<file path="src/logic/uartPkg.sv">
////////////////////////////////////////
// UART receive frame definitions
// Bit timing, decoder states, byte record
////////////////////////////////////////
`default_nettype none

package uartPkg;

        localparam int dataBits   = 8;                  // Byte width
        localparam int clksPerBit = 4;                  // Data_Rdy cycles per serial bit
        localparam int halfBit    = clksPerBit / 2;     // Start bit checked at mid-bit
        localparam int timerBits  = $clog2(clksPerBit);
        localparam int indexBits  = $clog2(dataBits);

        // Decoder FSM states
        typedef enum logic [1:0] {
                rxIdle,                                 // Waiting for a falling edge
                rxStart,                                // Confirming the start bit
                rxData,                                 // Shifting data bits, LSB first
                rxStop                                  // Checking the stop bit
        } rxState;

        // One received byte
        typedef struct packed {
                logic [dataBits-1:0] data;
                logic                frameErr;          // Stop bit sampled low
        } rxByte;

endpackage

`default_nettype wire

</file>
<file path="src/logic/fifoPkg.sv">
////////////////////////////////////////
// Receive FIFO sizing and status records
////////////////////////////////////////
`default_nettype none

package fifoPkg;

        localparam int fifoAddrBits = 4;
        localparam int fifoEntries  = 1 << fifoAddrBits;  // 16 entries
        localparam int halfMark     = fifoEntries / 2;    // halfFull sets at 8
        localparam int countBits    = fifoAddrBits + 1;   // Holds 0..16

        // Occupancy flags from the FIFO
        typedef struct packed {
                logic                 empty;
                logic                 halfFull;
                logic                 overflow;           // Last write was dropped
                logic [countBits-1:0] count;
        } fifoFlags;

        // Host-visible status word
        typedef struct packed {
                logic                 empty;
                logic                 halfFull;
                logic                 overflow;
                logic [countBits-1:0] count;
                logic                 frameErr;           // Sticky until clearErr
                logic                 lostData;           // Sticky until clearErr
        } rxStatusWord;

endpackage

`default_nettype wire

</file>
<file path="src/logic/uartRxDecode.sv">
////////////////////////////////////////
// UART receive decoder
// Samples the serial line, emits one strobe per frame
////////////////////////////////////////
`default_nettype none
`timescale 1ns/10ps

module uartRxDecode (
        input  wire logic      Data_Rdy,
        input  wire logic      Pop_Data,
        input  wire logic      serialIn,
        output uartPkg::rxByte rxOut,
        output logic           byteValid,
        output logic           frameErrPulse
);

        import uartPkg::*;

        logic [2:0]           syncQ;                    // Two sync stages plus edge history
        logic                 lineIn;                   // Synchronized line level
        logic                 fallEdge;
        logic                 sampleNow;                // Bit sample point this cycle
        rxState               state;
        logic [timerBits-1:0] bitTimer;
        logic [indexBits-1:0] bitIndex;
        logic [dataBits-1:0]  shiftReg;

        assign lineIn   = syncQ[1];
        assign fallEdge = syncQ[2] & ~syncQ[1];

        // Half a bit into the start bit, then a full bit period per sample
        assign sampleNow = (state == rxStart) ? (bitTimer == timerBits'(halfBit - 1)) :
                                                (bitTimer == timerBits'(clksPerBit - 1));

        ////////////////////////////////////////
        // Line synchronizer
        ////////////////////////////////////////
        always_ff @(posedge Data_Rdy or posedge Pop_Data) begin
                if (Pop_Data) begin
                        syncQ <= '1;                    // Line idles high
                end else begin
                        syncQ <= {syncQ[1:0], serialIn};
                end
        end

        ////////////////////////////////////////
        // Frame FSM
        ////////////////////////////////////////
        always_ff @(posedge Data_Rdy or posedge Pop_Data) begin
                if (Pop_Data) begin
                        state         <= rxIdle;
                        bitTimer      <= '0;
                        bitIndex      <= '0;
                        byteValid     <= 1'b0;
                        frameErrPulse <= 1'b0;
                end else begin
                        byteValid     <= 1'b0;          // Strobes last one cycle
                        frameErrPulse <= 1'b0;
                        bitTimer      <= sampleNow ? '0 : bitTimer + 1'b1;
                        case (state)
                                rxIdle: begin
                                        bitTimer <= '0; // Timer starts at the edge
                                        if (fallEdge) begin
                                                state <= rxStart;
                                        end
                                end
                                rxStart: begin
                                        if (sampleNow) begin
                                                // High again means a glitch
                                                state <= lineIn ? rxIdle : rxData;
                                        end
                                end
                                rxData: begin
                                        if (sampleNow) begin
                                                bitIndex <= bitIndex + 1'b1;   // Wraps to 0
                                                if (bitIndex == indexBits'(dataBits - 1)) begin
                                                        state <= rxStop;
                                                end
                                        end
                                end
                                rxStop: begin
                                        if (sampleNow) begin
                                                state         <= rxIdle;
                                                byteValid     <= lineIn;       // Good stop bit
                                                frameErrPulse <= ~lineIn;
                                        end
                                end
                                default: state <= rxIdle;
                        endcase
                end
        end

        // Shift register and byte output
        always_ff @(posedge Data_Rdy) begin
                if (state == rxData && sampleNow) begin
                        shiftReg <= {lineIn, shiftReg[dataBits-1:1]};   // LSB arrives first
                end
                if (state == rxStop && sampleNow) begin
                        rxOut.data     <= shiftReg;
                        rxOut.frameErr <= ~lineIn;
                end
        end

endmodule

`default_nettype wire

</file>
<file path="src/logic/rxFifo.sv">
////////////////////////////////////////
// Receive byte FIFO, 16 entries
// Occupancy flags, drop on full, self-test freeze
////////////////////////////////////////
`default_nettype none
`timescale 1ns/10ps

module rxFifo (
        input  wire logic                         Data_Rdy,
        input  wire logic                         Pop_Data,
        input  wire logic [uartPkg::dataBits-1:0] wrData,
        input  wire logic                         byteValid,
        input  wire logic                         popReq,
        input  wire logic                         bistMode,
        output logic [uartPkg::dataBits-1:0]      rxData,
        output fifoPkg::fifoFlags                 flags,
        output logic                              dropPulse
);

        import uartPkg::*;
        import fifoPkg::*;

        logic [dataBits-1:0]     mem [fifoEntries];     // Byte storage
        logic [fifoAddrBits-1:0] wrPtr;
        logic [fifoAddrBits-1:0] rdPtr;
        logic                    full;
        logic                    doWr;                  // Accepted write
        logic                    doRd;                  // Accepted pop
        logic                    dropNow;               // Write refused while full
        logic [countBits-1:0]    countNext;

        assign full    = (flags.count == countBits'(fifoEntries));
        assign doWr    = byteValid & ~bistMode & ~full;
        assign dropNow = byteValid & ~bistMode & full;
        assign doRd    = popReq & ~bistMode & (flags.count != '0);   // Empty pop ignored

        // Write and pop together leave count unchanged
        assign countNext = flags.count + countBits'(doWr) - countBits'(doRd);

        ////////////////////////////////////////
        // Storage
        ////////////////////////////////////////
        always_ff @(posedge Data_Rdy) begin
                if (doWr) begin
                        mem[wrPtr] <= wrData;
                end
        end

        ////////////////////////////////////////
        // Pointers, read data and flags
        ////////////////////////////////////////
        always_ff @(posedge Data_Rdy or posedge Pop_Data) begin
                if (Pop_Data) begin
                        wrPtr          <= '0;
                        rdPtr          <= '0;
                        rxData         <= '0;
                        dropPulse      <= 1'b0;
                        flags.empty    <= 1'b1;
                        flags.halfFull <= 1'b0;
                        flags.overflow <= 1'b0;
                        flags.count    <= '0;
                end else begin
                        dropPulse <= dropNow;
                        if (doWr) begin
                                wrPtr <= wrPtr + 1'b1;  // Wraps at 16
                        end
                        if (doRd) begin
                                rdPtr  <= rdPtr + 1'b1;
                                rxData <= mem[rdPtr];   // Held until the next pop
                        end

                        // Flags follow the next count and hold in self-test
                        flags.count    <= countNext;
                        flags.empty    <= (countNext == '0);
                        flags.halfFull <= (countNext >= countBits'(halfMark));

                        // A new drop wins over a pop in the same cycle
                        if (dropNow) begin
                                flags.overflow <= 1'b1;
                        end else if (doRd) begin
                                flags.overflow <= 1'b0;
                        end
                end
        end

endmodule

`default_nettype wire

</file>
<file path="src/logic/rxStatus.sv">
////////////////////////////////////////
// Receive status register
// Registered FIFO flags plus sticky errors
////////////////////////////////////////
`default_nettype none
`timescale 1ns/10ps

module rxStatus (
        input  wire logic              Data_Rdy,
        input  wire logic              Pop_Data,
        input  wire fifoPkg::fifoFlags flags,
        input  wire logic              frameErrPulse,
        input  wire logic              dropPulse,
        input  wire logic              clearErr,
        output fifoPkg::rxStatusWord   status
);

        always_ff @(posedge Data_Rdy or posedge Pop_Data) begin
                if (Pop_Data) begin
                        status.empty    <= 1'b1;        // Empty FIFO after reset
                        status.halfFull <= 1'b0;
                        status.overflow <= 1'b0;
                        status.count    <= '0;
                        status.frameErr <= 1'b0;
                        status.lostData <= 1'b0;
                end else begin
                        // Flags trail the FIFO by one cycle
                        status.empty    <= flags.empty;
                        status.halfFull <= flags.halfFull;
                        status.overflow <= flags.overflow;
                        status.count    <= flags.count;

                        // Set pulse beats a clear in the same cycle
                        status.frameErr <= frameErrPulse | (status.frameErr & ~clearErr);
                        status.lostData <= dropPulse | (status.lostData & ~clearErr);
                end
        end

endmodule

`default_nettype wire

</file>
<file path="src/logic/uartRxTop.sv">
////////////////////////////////////////
// UART receive subsystem top
// Decoder, byte FIFO and status register
////////////////////////////////////////
`default_nettype none
`timescale 1ns/10ps

module uartRxTop (
        input  wire logic                    Data_Rdy,
        input  wire logic                    Pop_Data,
        input  wire logic                    serialIn,   // Idles high
        input  wire logic                    popReq,     // One-cycle pulse
        input  wire logic                    bistMode,   // Level, freezes the FIFO
        input  wire logic                    clearErr,   // One-cycle pulse
        output logic [uartPkg::dataBits-1:0] rxData,
        output fifoPkg::rxStatusWord         status
);

        import uartPkg::*;
        import fifoPkg::*;

        rxByte    rxOut;                                // Decoded byte
        logic     byteValid;                            // Good frame strobe
        logic     frameErrPulse;                        // Bad stop bit strobe
        logic     dropPulse;                            // Byte lost on full FIFO
        fifoFlags flags;

        ////////////////////////////////////////
        // Decode, execute, result
        ////////////////////////////////////////
        uartRxDecode u_decode (
                .Data_Rdy      (Data_Rdy),
                .Pop_Data      (Pop_Data),
                .serialIn      (serialIn),
                .rxOut         (rxOut),
                .byteValid     (byteValid),
                .frameErrPulse (frameErrPulse)
        );

        rxFifo u_fifo (
                .Data_Rdy  (Data_Rdy),
                .Pop_Data  (Pop_Data),
                .wrData    (rxOut.data),                // Bad frames never strobe
                .byteValid (byteValid),
                .popReq    (popReq),
                .bistMode  (bistMode),
                .rxData    (rxData),
                .flags     (flags),
                .dropPulse (dropPulse)
        );

        rxStatus u_status (
                .Data_Rdy      (Data_Rdy),
                .Pop_Data      (Pop_Data),
                .flags         (flags),
                .frameErrPulse (frameErrPulse),
                .dropPulse     (dropPulse),
                .clearErr      (clearErr),
                .status        (status)
        );

endmodule

`default_nettype wire

</file>
<file path="config.mk">
export PLATFORM = sky130hd
export DESIGN_NAME = uartRxTop
export DESIGN_NICKNAME = d
export VERILOG_FILES = /design/src/logic/uartPkg.sv /design/src/logic/fifoPkg.sv /design/src/logic/uartRxDecode.sv /design/src/logic/rxFifo.sv /design/src/logic/rxStatus.sv /design/src/logic/uartRxTop.sv
export SDC_FILE = /design/constraint.sdc
export NUM_CORES = 1
export LEC_CHECK = 0
export BUFFER_PORTS_ARGS = -buffer_cell sky130_fd_sc_hd__buf_2
export CAP_MARGIN = 20
export CORE_UTILIZATION = 40
export CTS_BUF_LIST = sky130_fd_sc_hd__clkbuf_4
export DETAILED_ROUTE_END_ITERATION = 6
export SYNTH_ARGS = -nofsm -noshare
export SYNTH_HDL_FRONTEND = slang
export SYNTH_SLANG_ARGS = --single-unit
</file>
<file path="constraint.sdc">
create_clock -name Data_Rdy -period 3.4 [get_ports Data_Rdy]
set_clock_uncertainty 0.05 [all_clocks]
set_input_delay 0.34 -clock Data_Rdy [delete_from_list [all_inputs] [get_ports Data_Rdy]]
set_output_delay 0.34 -clock Data_Rdy [all_outputs]
set_load 0.01 [all_outputs]
</file>
==> run metrics, run 1 <==
status finished with violations; failing checks design-rule violations; root buf cell clkbuf_4; Die Width approximately 140 um; Cell variety after synth 43; most frequent CP cell inv_1; nets between 400 and 500; FP Rows between 40 and 50; most common library cell in the layout ignoring fill and taps edfxtp_1; slew margin rel. around a third; Max VDD drop 228.4 uV; CP Class register to register; worst hold path type input pin to register; synthesized area per cell ~19 um2; Via Count 3499; CTS buffer count 17; Critical R2R Capture u_fifo.flags[7]$_DFF_PP1_; Starting Density ~41%; hold_sp bistMode; gpl congestion just under 0.8; Post-Synthesis Cells between 300 and 400; Placed Instances ~640; leakage approximately 3 nW; area grow syn2layout 9.355%; reg2reg setup slack 0.21 ns; core area between 15000 and 20000 um2; Crit path arrival time 3.58 ns; Total Power 5.853 mW; Most used DFF post-synth edfxtp_1; Worst path slowest cell dfrtp_1; I/O pin cnt 24; clock sink total 191; multi-input logic area 1763 um2; endpoints failing hold 0; hold endpoint u_fifo.dropPulse$_DFF_PP0_; CTS tree built; final slew viol count 0; worst-skew pair later-pin latency about 0.54 ns; GR Util All Layers 15.10%; vias per std cell 5.168; Fillers between 1500 and 2000; Seq/Total Area, Yosys about three quarters; fin crit share between 90% and 100%; vias in the first global route approximately 3800; crit-path max FO 3; Top delay family on crit path adder cells; grt ovf 0; crit path time final 3.192 ns; worst-path cell chain inv_2 > ha_2 > or4b_1 > nand3b_1 > inv_1 > ha_1 > inv_1 > ha_1 > inv_1 > fa_2 > nand2b_1 > a21oi_2 > o21ai_2 > a2111oi_2; Die ar. between 15000 and 20000 um2; synth warn 0; reg2reg path depth 14; first-pass GRT wire length around 21000 um; Initial DRC Count around 240; worst r2r src u_fifo.flags[2]$_DFF_PP0_; Post-Layout Cell Count about 680; startpoint class of the critical path register; worst setup margin 0.2084 ns; drt wl/cell 20.08 um; Place WS between 0.15 and 0.2 ns; Synth Cell Area ~7500 um2; ANT nets after route 0; hold path depth 3; I/O Buffers 23; power density of the placed cells 714.6 nW/um2; Max stage delay on crit path 0.43 ns; Setup-failing EPs final 0; clock-pin slew on the worst setup and hold paths ~0.14 ns; Fmax roughly 310 MHz; Core Util, Final about 45%; HPWL Detailed between 8000 and 9000 um; drt first pass iters 6; antenna violations before repair 1; pin count of the biggest net entering global routing 48; CP bufs+invs 4; Max Root-Sink Buffers 2; share of cells above drive strength 1 a little over a fifth; required time worst endpoint 3.79 ns; Worst Max-Slew Pin Slew 0.9736 ns; die span in y about 140 um; CP endpoint kind register; most frequent cells in the layout edfxtp_1 (144), dfrtp_1 (42), mux4_1 (24), buf_2 (23); Post-synth EDFFs 144; DR DRC count 2; FF+latch area between 5000 and 6000 um2; Max Cap Viol 0; setup tns final 0 ns; H-tree lvl count 4; Synth Register Bits 191; total wire length about 14000 um; Post-synth ARST share 24.61%; net count after synthesis between 400 and 500
where the power goes:
| group | total [mW] | internal, mW | leakage (nW) | switching (mW) |
|---|---|---|---|---|
| Combinational | 1.58 | 0.793 | 1.02 | 0.788 |
| Sequential | 3.12 | 2.80 | 1.86 | 0.321 |
| Clock | 1.15 | 0.441 | 0.136 | 0.713 |
| Total | 5.85 | 4.03 | 3.01 | 1.82 |
flip-flops by register name (all words and copies together) (netlist names), named ones only:
register	cells
u_fifo.mem	128
u_status.status	10
u_decode.rxOut	8
u_decode.shiftReg	8
u_fifo.flags	8
u_fifo.rxData	8
u_fifo.rdPtr	4
u_fifo.wrPtr	4
u_decode.bitIndex	3
u_decode.syncQ	3
u_decode.bitTimer	2
u_decode.byteValid	1
u_decode.frameErrPulse	1
u_decode.state	1
u_fifo.dropPulse	1
routing by layer:
| layer | vias up | global-route usage, % | routed length (um) |
|---|---|---|---|
| met4 | 0 | 5.789 | 150 |
| met1 | 1806 | 18.95 | 5856 |
| met2 | 79 | 25.31 | 6890 |
| met5 | - | 0 | 0 |
| li1 | 1607 | - | - |
| met3 | 7 | 3.764 | 700 |
timing repair:
| item | CTS | global route |
|---|---|---|
| resized for setup | 0 | 8 |
| hold buffers | 3 | 0 |
| hold endpoints to repair | 45 | 0 |
| buffers inserted | 0 | 1 |
| setup endpoints to repair | 0 | 1 |
synth_stat cells (all sizes together), types with 4 or more instances:
master  instances  area [um2]
xnor2           8       70.07
mux2i           9       90.09
nor3            4       20.02
nand2b          5       31.28
inv            16       60.06
xor2            4       35.03
o22ai           7       43.79
a21o           12       90.09
ha             13       162.7
nor2           19       71.32
dfstp           5       131.4
clkbuf          7       76.33
mux4           32       810.8
edfxtp        144        4324
buf             9       101.3
nand2          15       56.30
a211oi          7       52.55
dfrtp          42        1051
through the flow:
stage	hold WS [ns]	cell area, um2
final	0.08378	8190
after floorplan	0.2812	7490
after global placement	0.2960	7849
after global routing	0.05177	8190
after detailed placement	0.2973	7849
after CTS	0.01586	8143
final cells by class:
type	count	share of cell area (%)
inverters	16	0.7333
clock inverters	13	1.482
well taps	229	3.498
diodes	1	0.03055
multi-input cells	162	21.52
clock buffers	19	1.742
flip-flops and latches	191	67.23
repair buffers	46	3.758
worst max-delay path by stage:
stage	from	to	slack (ns)	depth (start not counted)
finish	u_fifo.flags[2]$_DFF_PP0_	u_fifo.flags[7]$_DFF_PP1_	0.21	14
global placement	u_fifo.flags[3]$_DFF_PP0_	u_fifo.flags[7]$_DFF_PP1_	0.26	14
global route	u_fifo.flags[2]$_DFF_PP0_	u_fifo.flags[7]$_DFF_PP1_	-0.03	14
detailed placement	u_fifo.flags[2]$_DFF_PP0_	u_fifo.flags[7]$_DFF_PP1_	0.15	14
floorplan	u_fifo.flags[3]$_DFF_PP0_	u_fifo.flags[7]$_DFF_PP1_	0.38	14
CTS	u_fifo.flags[2]$_DFF_PP0_	u_fifo.flags[7]$_DFF_PP1_	0.07	14
cell families (layout without fill, tap and decap cells):
group / after synthesis / after routing / share of synthesized area (%)
xor+xnor: 12 / 12 / 1.403
fa+ha+maj: 14 / 14 / 2.439
flops: 191 / 191 / 73.52
mux: 44 / 44 / 12.48
compound gates: 37 / 37 / 3.441
other cells: 0 / 1 / 0
buf+inv: 32 / 94 / 3.174
simple gates: 55 / 55 / 3.542
worst reg2reg max path: stages, from the launching register on:
cell,delay (ns)
dfrtp_1,0.43
inv_2,0.08
ha_2,0.18
or4b_1,0.43
nand3b_1,0.12
inv_1,0.08
ha_1,0.27
inv_1,0.05
ha_1,0.16
inv_1,0.06
fa_2,0.35
nand2b_1,0.17
a21oi_2,0.16
o21ai_2,0.10
a2111oi_2,0.39
Power figures use the tool's default switching activity.
==> inputs of run 2 (changes only) <==
Settings changed: ABC_AREA set to 1.
==> run 2 against run 1 <==
  * The run now ends clean
  * Via count grew 41%
  * Setup slack gained 0.44 ns
  * Die area grew 6.9%
  * Critical path depth is the same
  * Worst hold slack gained 0.14 ns
  * Highest routed layer unchanged
==> run metrics, run 2 <==
Die Width 143.5 um (was 138.8 um); Most used DFF post-synth edfxtp_1 (unchanged); synthesized area per cell 10.68 um2 (was 19.45 um2); Post-Synthesis Cells 750 (was 385); Post-synth EDFFs 144 (unchanged); power density of the placed cells 711.6 nW/um2 (was 714.6 nW/um2); CTS buffer count 17 (unchanged); grt met3 use 3.432% (was 3.764%); GR peak layer met2 (unchanged); vias per std cell 4.692 (was 5.168); net count after synthesis 770 (was 405); M1 GR Usage 22.62% (was 18.95%); reg2reg path depth 14 (unchanged); setup tns final 0 ns (unchanged); top-count cell post-synth nand2_1 (was edfxtp_1); Fillers 1865 (was 1547); final slew viol count 0 (unchanged); Initial DRC Count 336 (was 243); crit path time final 2.755 ns (was 3.192 ns); Max Root-Sink Buffers 2 (unchanged); slew margin rel. 46.41% (was 34.96%); startpoint class of the critical path register (unchanged); HPWL Detailed 10350 um (was 8878 um); RSZ-0062 raised after global routing no; Biggest register u_fifo.mem (unchanged); Critical Path End u_fifo.flags[7]$_DFF_PP1_ (unchanged); GR Util All Layers 17.12% (was 15.10%); I/O Buffers 23 (unchanged); Die ar. 20600 um2 (was 19280 um2); drt wl/cell 15.63 um (was 20.08 um); Worst Max-Slew Pin Slew 0.8009 ns (was 0.9736 ns); clock-pin slew on the worst setup and hold paths 0.17 ns (was 0.14 ns); Max Cap Viol 0 (unchanged); most frequent cells in the layout nand2_1 (225), edfxtp_1 (144), nand3_1 (104), inv_1 (73), inv_2 (60) (was edfxtp_1 (144), dfrtp_1 (42), mux4_1 (24), buf_2 (23)); H-tree lvl count 4 (unchanged); antenna violations before repair 0 (was 1); I/O pin cnt 24 (unchanged); worst r2r src u_fifo.flags[2]$_DFF_PP0_ (unchanged); Cell variety after synth 24 (was 43); synth warn 0 (unchanged); first-pass GRT wire length 25680 um (was 21110 um); top cell type's share of synthesized area 53.97% (was 57.73%); Max VDD drop 284.9 uV (was 228.4 uV); endpoints failing hold 0 (unchanged); crit-path max FO 14 (was 3); most common library cell in the layout ignoring fill and taps nand2_1 (was edfxtp_1); Crit path arrival time 3.21 ns (was 3.58 ns); CP endpoint kind register (unchanged); Via Count 4941 (was 3499); CP Class register to register (unchanged); pin count of the biggest net entering global routing 67 (was 48); share of cells above drive strength 1 16.24% (was 21.70%); Synth Cell Area 8011 um2 (was 7490 um2); leakage 3.787 nW (was 3.014 nW); ANT nets after route 0 (unchanged); area grow syn2layout 8.512% (was 9.355%); DR DRC count 0 (was 2); die span in y 143.5 um (was 138.8 um); worst hold path type input pin to register (unchanged); root buf cell clkbuf_4 (unchanged); FP Rows 51 (was 49); top post-synthesis cells by area edfxtp_1 (54%), dfrtp_1 (13%), nand2_1 (11%) (was edfxtp_1 (58%), dfrtp_1 (14%), mux4_1 (8.4%)); largest registers u_fifo.mem (128), u_status.status (10) (unchanged); total wire length 16450 um (was 13600 um); drt first pass iters 6 (unchanged); gpl congestion 0.8412 (was 0.7938); max reg flops 128 (unchanged); core area 19530 um2 (was 18150 um2); clock sink total 191 (unchanged); synth cell count leaders nand2_1 (225), edfxtp_1 (144), nand3_1 (104) (was edfxtp_1 (144), dfrtp_1 (42), mux4_1 (24)); Seq/Total Area, Yosys 68.73% (was 73.52%); nets 795 (was 454); fin crit share 81.02% (was 93.87%); Setup-failing EPs final 0 (unchanged); grt ovf 0 (unchanged); CTS tree built (unchanged); worst-skew pair later-pin latency 0.57 ns (was 0.54 ns); status finished clean (was finished with violations); vias in the first global route 4654 (was 3758); Core Util, Final 44.52% (was 45.13%); reg2reg setup slack 0.65 ns (was 0.21 ns); Synth Register Bits 191 (unchanged); Post-synth ARST share 24.61% (unchanged); Yosys top cell by area edfxtp_1 (unchanged); Fmax 363.0 MHz (was 313.3 MHz); Critical Path Source u_fifo.flags[2]$_DFF_PP0_ (unchanged); Critical R2R Capture u_fifo.flags[7]$_DFF_PP1_ (unchanged); required time worst endpoint 3.86 ns (was 3.79 ns); Post-CTS Setup Bufs 0 (unchanged); Starting Density 41.03% (was 41.27%); GRT met2 Usage 28.62% (was 25.31%); Antenna diodes 0 (was 1)
[run 2: critical path, cell delays in order (launching register included)]
cell and delay (ns):
dfrtp_1 0.40, inv_1 0.08, ha_1 0.21, nand4_1 0.09
nand3_1 0.10, inv_2 0.22, ha_1 0.29, inv_1 0.06
ha_1 0.17, inv_1 0.06, fa_1 0.40, o21ai_1 0.18
xor2_1 0.20, nand2_1 0.09, nor2_1 0.10
[run 2: worst min path at each step]
stage / from / to / slack [ns] / cells after the start
2_1_floorplan: u_fifo.flags[6]$_DFF_PP0_ / u_status.status[8]$_DFF_PP0_ / 0.28 / 0
3_3_place_gp: u_decode.syncQ[0]$_DFF_PP1_ / u_decode.syncQ[1]$_DFF_PP1_ / 0.30 / 0
3_5_place_dp: u_decode.syncQ[0]$_DFF_PP1_ / u_decode.syncQ[1]$_DFF_PP1_ / 0.30 / 0
4_1_cts: popReq / u_fifo.rdPtr[0]$_DFFE_PP0P_ / 0.18 / 4
5_1_grt: popReq / u_fifo.rdPtr[0]$_DFFE_PP0P_ / 0.21 / 4
6_report: popReq / u_fifo.rxData[4]$_DFFE_PP0P_ / 0.22 / 5
[run 2: cell families (layout without fill, tap and decap cells)]
kind of cell	after synthesis	after routing	synth area share, %
and+or+nand+nor	359	359	18.55
DFF	191	191	68.73
buffers and inverters	162	200	8.277
adders and majority gates	14	14	2.280
AOI/OAI and AO/OA	12	12	0.8433
xor gates and xnor gates	12	12	1.312
[run 2: stage by stage]
| stage | std cells | power (mW) | setup slack, ns | hold slack, ns | instance area, um2 |
|---|---|---|---|---|---|
| finish | 1053 | 6.186 | 0.6452 | 0.2217 | 8693 |
| global route | 1053 | 6.618 | 0.3501 | 0.2116 | 8693 |
| CTS | 1052 | 6.234 | 0.6353 | 0.1767 | 8673 |
| detailed placement | 1016 | 5.049 | 0.6785 | 0.2973 | 8358 |
| global placement | 1016 | 5.038 | 0.7654 | 0.2971 | 8358 |
| floorplan | 750 | 4.465 | 0.9046 | 0.2812 | 8011 |
[run 2: cell type report]
type | count | area (um2) | share of cell area (%)
clock inverters | 13 | 132.6 | 1.526
clock buffers | 19 | 142.6 | 1.641
inverters | 134 | 504.2 | 5.800
flip-flops and latches | 191 | 5508 | 63.36
multi-input cells | 397 | 1842 | 21.19
repair buffers | 34 | 232.7 | 2.677
well taps | 265 | 331.6 | 3.814
[run 2: per-layer routing]
metal | vias to the layer above | routed length [um]
li1 | 2443 | -
met1 | 2398 | 7471
met2 | 85 | 8118
met3 | 15 | 656
met4 | 0 | 208
met5 | - | 0
[run 2: power breakdown]
group	total (mW)	leakage, nW	switching [mW]	internal (mW)
sequential	2.96	1.86	0.217	2.74
clock	1.19	0.144	0.793	0.399
combinational	2.03	1.78	1.37	0.665
total	6.19	3.79	2.38	3.81
[run 2: repair_timing]
action / in CTS / in global routing
hold buffers: 4 / 0
endpoints found under the hold margin: 46 / 0
gates resized for setup: 0 / 0
==> inputs of run 3 (changes only) <==
Settings changed: ABC_AREA 1 to 0.
Clock period 3.4 ns to 2.65 ns, I/O delays scaled along.
==> run 3 against run 2 <==
  * First-iteration DRC count down 24%
  * Sequential power up 32%
  * The flow now finishes with violations (design-rule violations, negative setup slack)
  * Via count down 27%
==> run metrics, run 3 (synthesized netlist as in run 1, its figures left out) <==
clock-pin slew on the worst setup and hold paths 0.14 ns (was 0.17 ns); vias per std cell 5.101 (was 4.692); slew margin rel. 40.67% (was 46.41%); leakage 3.247 nW (was 3.787 nW); Starting Density 41.27% (was 41.03%); power density of the placed cells 946.2 nW/um2 (was 711.6 nW/um2); largest registers u_fifo.mem (128), u_status.status (10) (unchanged); max reg flops 128 (unchanged); I/O pin cnt 24 (unchanged); Fmax 332.6 MHz (was 363.0 MHz); crit-path max FO 2 (was 14); Crit path arrival time 3.41 ns (was 3.21 ns); most frequent cells in the layout edfxtp_1 (144), dfrtp_1 (42), buf_4 (40), mux4_1 (24), buf_2 (23) (was nand2_1 (225), edfxtp_1 (144), nand3_1 (104), inv_1 (73), inv_2 (60)); Max Root-Sink Buffers 2 (unchanged); grt ovf 0 (unchanged); Placed Instances 650 (was 1016); Total Power 8.221 mW (was 6.186 mW); area grow syn2layout 16.00% (was 8.512%); Setup-failing EPs final 5 (was 0); Max VDD drop 337.5 uV (was 284.9 uV); CP endpoint kind register (unchanged); Fillers 1510 (was 1865); Via Count 3622 (was 4941); startpoint class of the critical path register (unchanged); GR Util All Layers 15.23% (was 17.12%); worst-skew pair later-pin latency 0.56 ns (was 0.57 ns); CTS buffer count 17 (unchanged); Die Width 138.8 um (was 143.5 um); first-pass GRT wire length 21530 um (was 25680 um); Worst path slowest cell or4b_4 (was dfrtp_1); Die ar. 19280 um2 (was 20600 um2); Worst Max-Slew Pin Slew 0.8866 ns (was 0.8009 ns); ANT nets after route 0 (unchanged); antenna violations before repair 1 (was 0); worst-path cell chain inv_2 > ha_4 > or4b_4 > nand3b_1 > inv_2 > ha_4 > inv_2 > ha_4 > inv_2 > fa_2 > nand2b_4 > a21oi_4 > or3_4 > buf_6 > a21o_1 (was inv_1 > ha_1 > nand4_1 > nand3_1 > inv_2 > ha_1 > inv_1 > ha_1 > inv_1 > fa_1 > o21ai_1 > xor2_1 > nand2_1 > nor2_1); Initial DRC Count 255 (was 336); vias in the first global route 3785 (was 4654); final slew viol count 0 (unchanged); drt first pass iters 7 (was 6); worst setup margin -0.3562 ns (was 0.6452 ns); root buf cell clkbuf_4 (unchanged); required time worst endpoint 3.06 ns (was 3.86 ns); nets 487 (was 795); status finished with violations (was finished clean); I/O Buffers 23 (unchanged); most common library cell in the layout ignoring fill and taps edfxtp_1 (was nand2_1); worst hold path type input pin to async pin (was input pin to register); Top delay family on crit path simple AND/OR/NAND/NOR gates (was adder cells); endpoints failing hold 0 (unchanged); RSZ-0062 raised after global routing yes (was no); share of cells above drive strength 1 31.46% (was 16.24%); CP bufs+invs 5 (was 4); Max stage delay on crit path 0.45 ns (was 0.40 ns); pin count of the biggest net entering global routing 48 (was 67); HPWL Detailed 8382 um (was 10350 um); gpl congestion 0.7370 (was 0.8412); DR DRC count 1 (was 0); die span in y 138.8 um (was 143.5 um); failing checks design-rule violations, negative setup slack; most frequent CP cell inv_2; FP Rows 49 (was 51); clock sink total 191 (unchanged); Max Cap Viol 0 (unchanged); core area 18150 um2 (was 19530 um2); CP Class register to register (unchanged); H-tree lvl count 4 (unchanged); fin crit share 113.4% (was 81.02%); Post-Layout Cell Count 710 (was 1053); total wire length 13720 um (was 16450 um); Biggest register u_fifo.mem (unchanged); crit path time final 3.006 ns (was 2.755 ns); CTS tree built (unchanged); drt wl/cell 19.33 um (was 15.63 um)
## run 3: layout make-up
type	count	area, um2	area share, %
repair buffers	79	644.4	7.416
inverters	16	60.06	0.6912
multi-input cells	162	1892	21.77
clock inverters	14	161.4	1.858
well taps	229	286.5	3.298
clock buffers	18	135.1	1.555
diodes	1	2.502	0.02880
flip-flops and latches	191	5507	63.38
## run 3: worst paths after layout
kind                                        startpoint  depth (start not counted)  slack, ns                            to
min                                           Pop_Data                          3       0.06   u_fifo.flags[5]$_DFFE_PP0P_
min reg2reg                u_decode.syncQ[0]$_DFF_PP1_                          0       0.31   u_decode.syncQ[1]$_DFF_PP1_
max                          u_fifo.flags[2]$_DFF_PP0_                         15      -0.36     u_fifo.flags[6]$_DFF_PP0_
min in group Data_Rdy                         serialIn                          2       0.28   u_decode.syncQ[0]$_DFF_PP1_
max reg2reg                  u_fifo.flags[2]$_DFF_PP0_                         15      -0.36     u_fifo.flags[6]$_DFF_PP0_
max in group asynchronous                     Pop_Data                          4       1.99  u_status.status[9]$_DFF_PP1_
## run 3: per-stage QoR
stage / area [um2] / hold slack [ns] / worst slack (ns) / TNS (ns) / utilization (%)
floorplan: 7503 / 0.2195 / -0.3038 / -0.5657 / -
global placement: 7958 / 0.2951 / -0.3446 / -0.8330 / 43.85
detailed placement: 7958 / 0.2917 / -0.3972 / -0.9747 / 43.85
CTS: 8617 / 0.2264 / -0.3494 / -2.058 / 47.48
global route: 8688 / 0.009061 / -0.4357 / -1.748 / 47.88
finish: 8688 / 0.05850 / -0.3562 / -1.264 / 47.88
## run 3: metal layers
metal / part of all wire [%] / vias up / track usage [%]
li1: - / 1673 / -
met1: 45 / 1858 / 20.12
met2: 49 / 69 / 24.38
met3: 3.1 / 22 / 3.004
met4: 2.4 / 0 / 7.193
met5: 0 / - / 0
## run 3: power by group
part	switching, mW	leakage [nW]	internal (mW)
sequential	0.320	1.86	3.59
clock	0.956	0.159	0.665
combinational	1.30	1.23	1.39
## run 3: worst reg2reg max path, cell delays in order, from the launching register on
cell	delay (ns)
dfrtp_1	0.41
inv_2	0.09
ha_4	0.14
or4b_4	0.45
nand3b_1	0.13
inv_2	0.07
ha_4	0.27
inv_2	0.04
ha_4	0.15
inv_2	0.05
fa_2	0.19
nand2b_4	0.14
a21oi_4	0.07
or3_4	0.36
buf_6	0.13
a21o_1	0.17
## run 3: timing repair
action / CTS / global route
pin swaps: 7 / 9
setup buffers: 24 / 4
resized for setup: 34 / 13
endpoints found under the hold margin: 46 / 0
cloned: 0 / 2
hold buffers: 4 / 0
setup endpoints to repair: 3 / 19
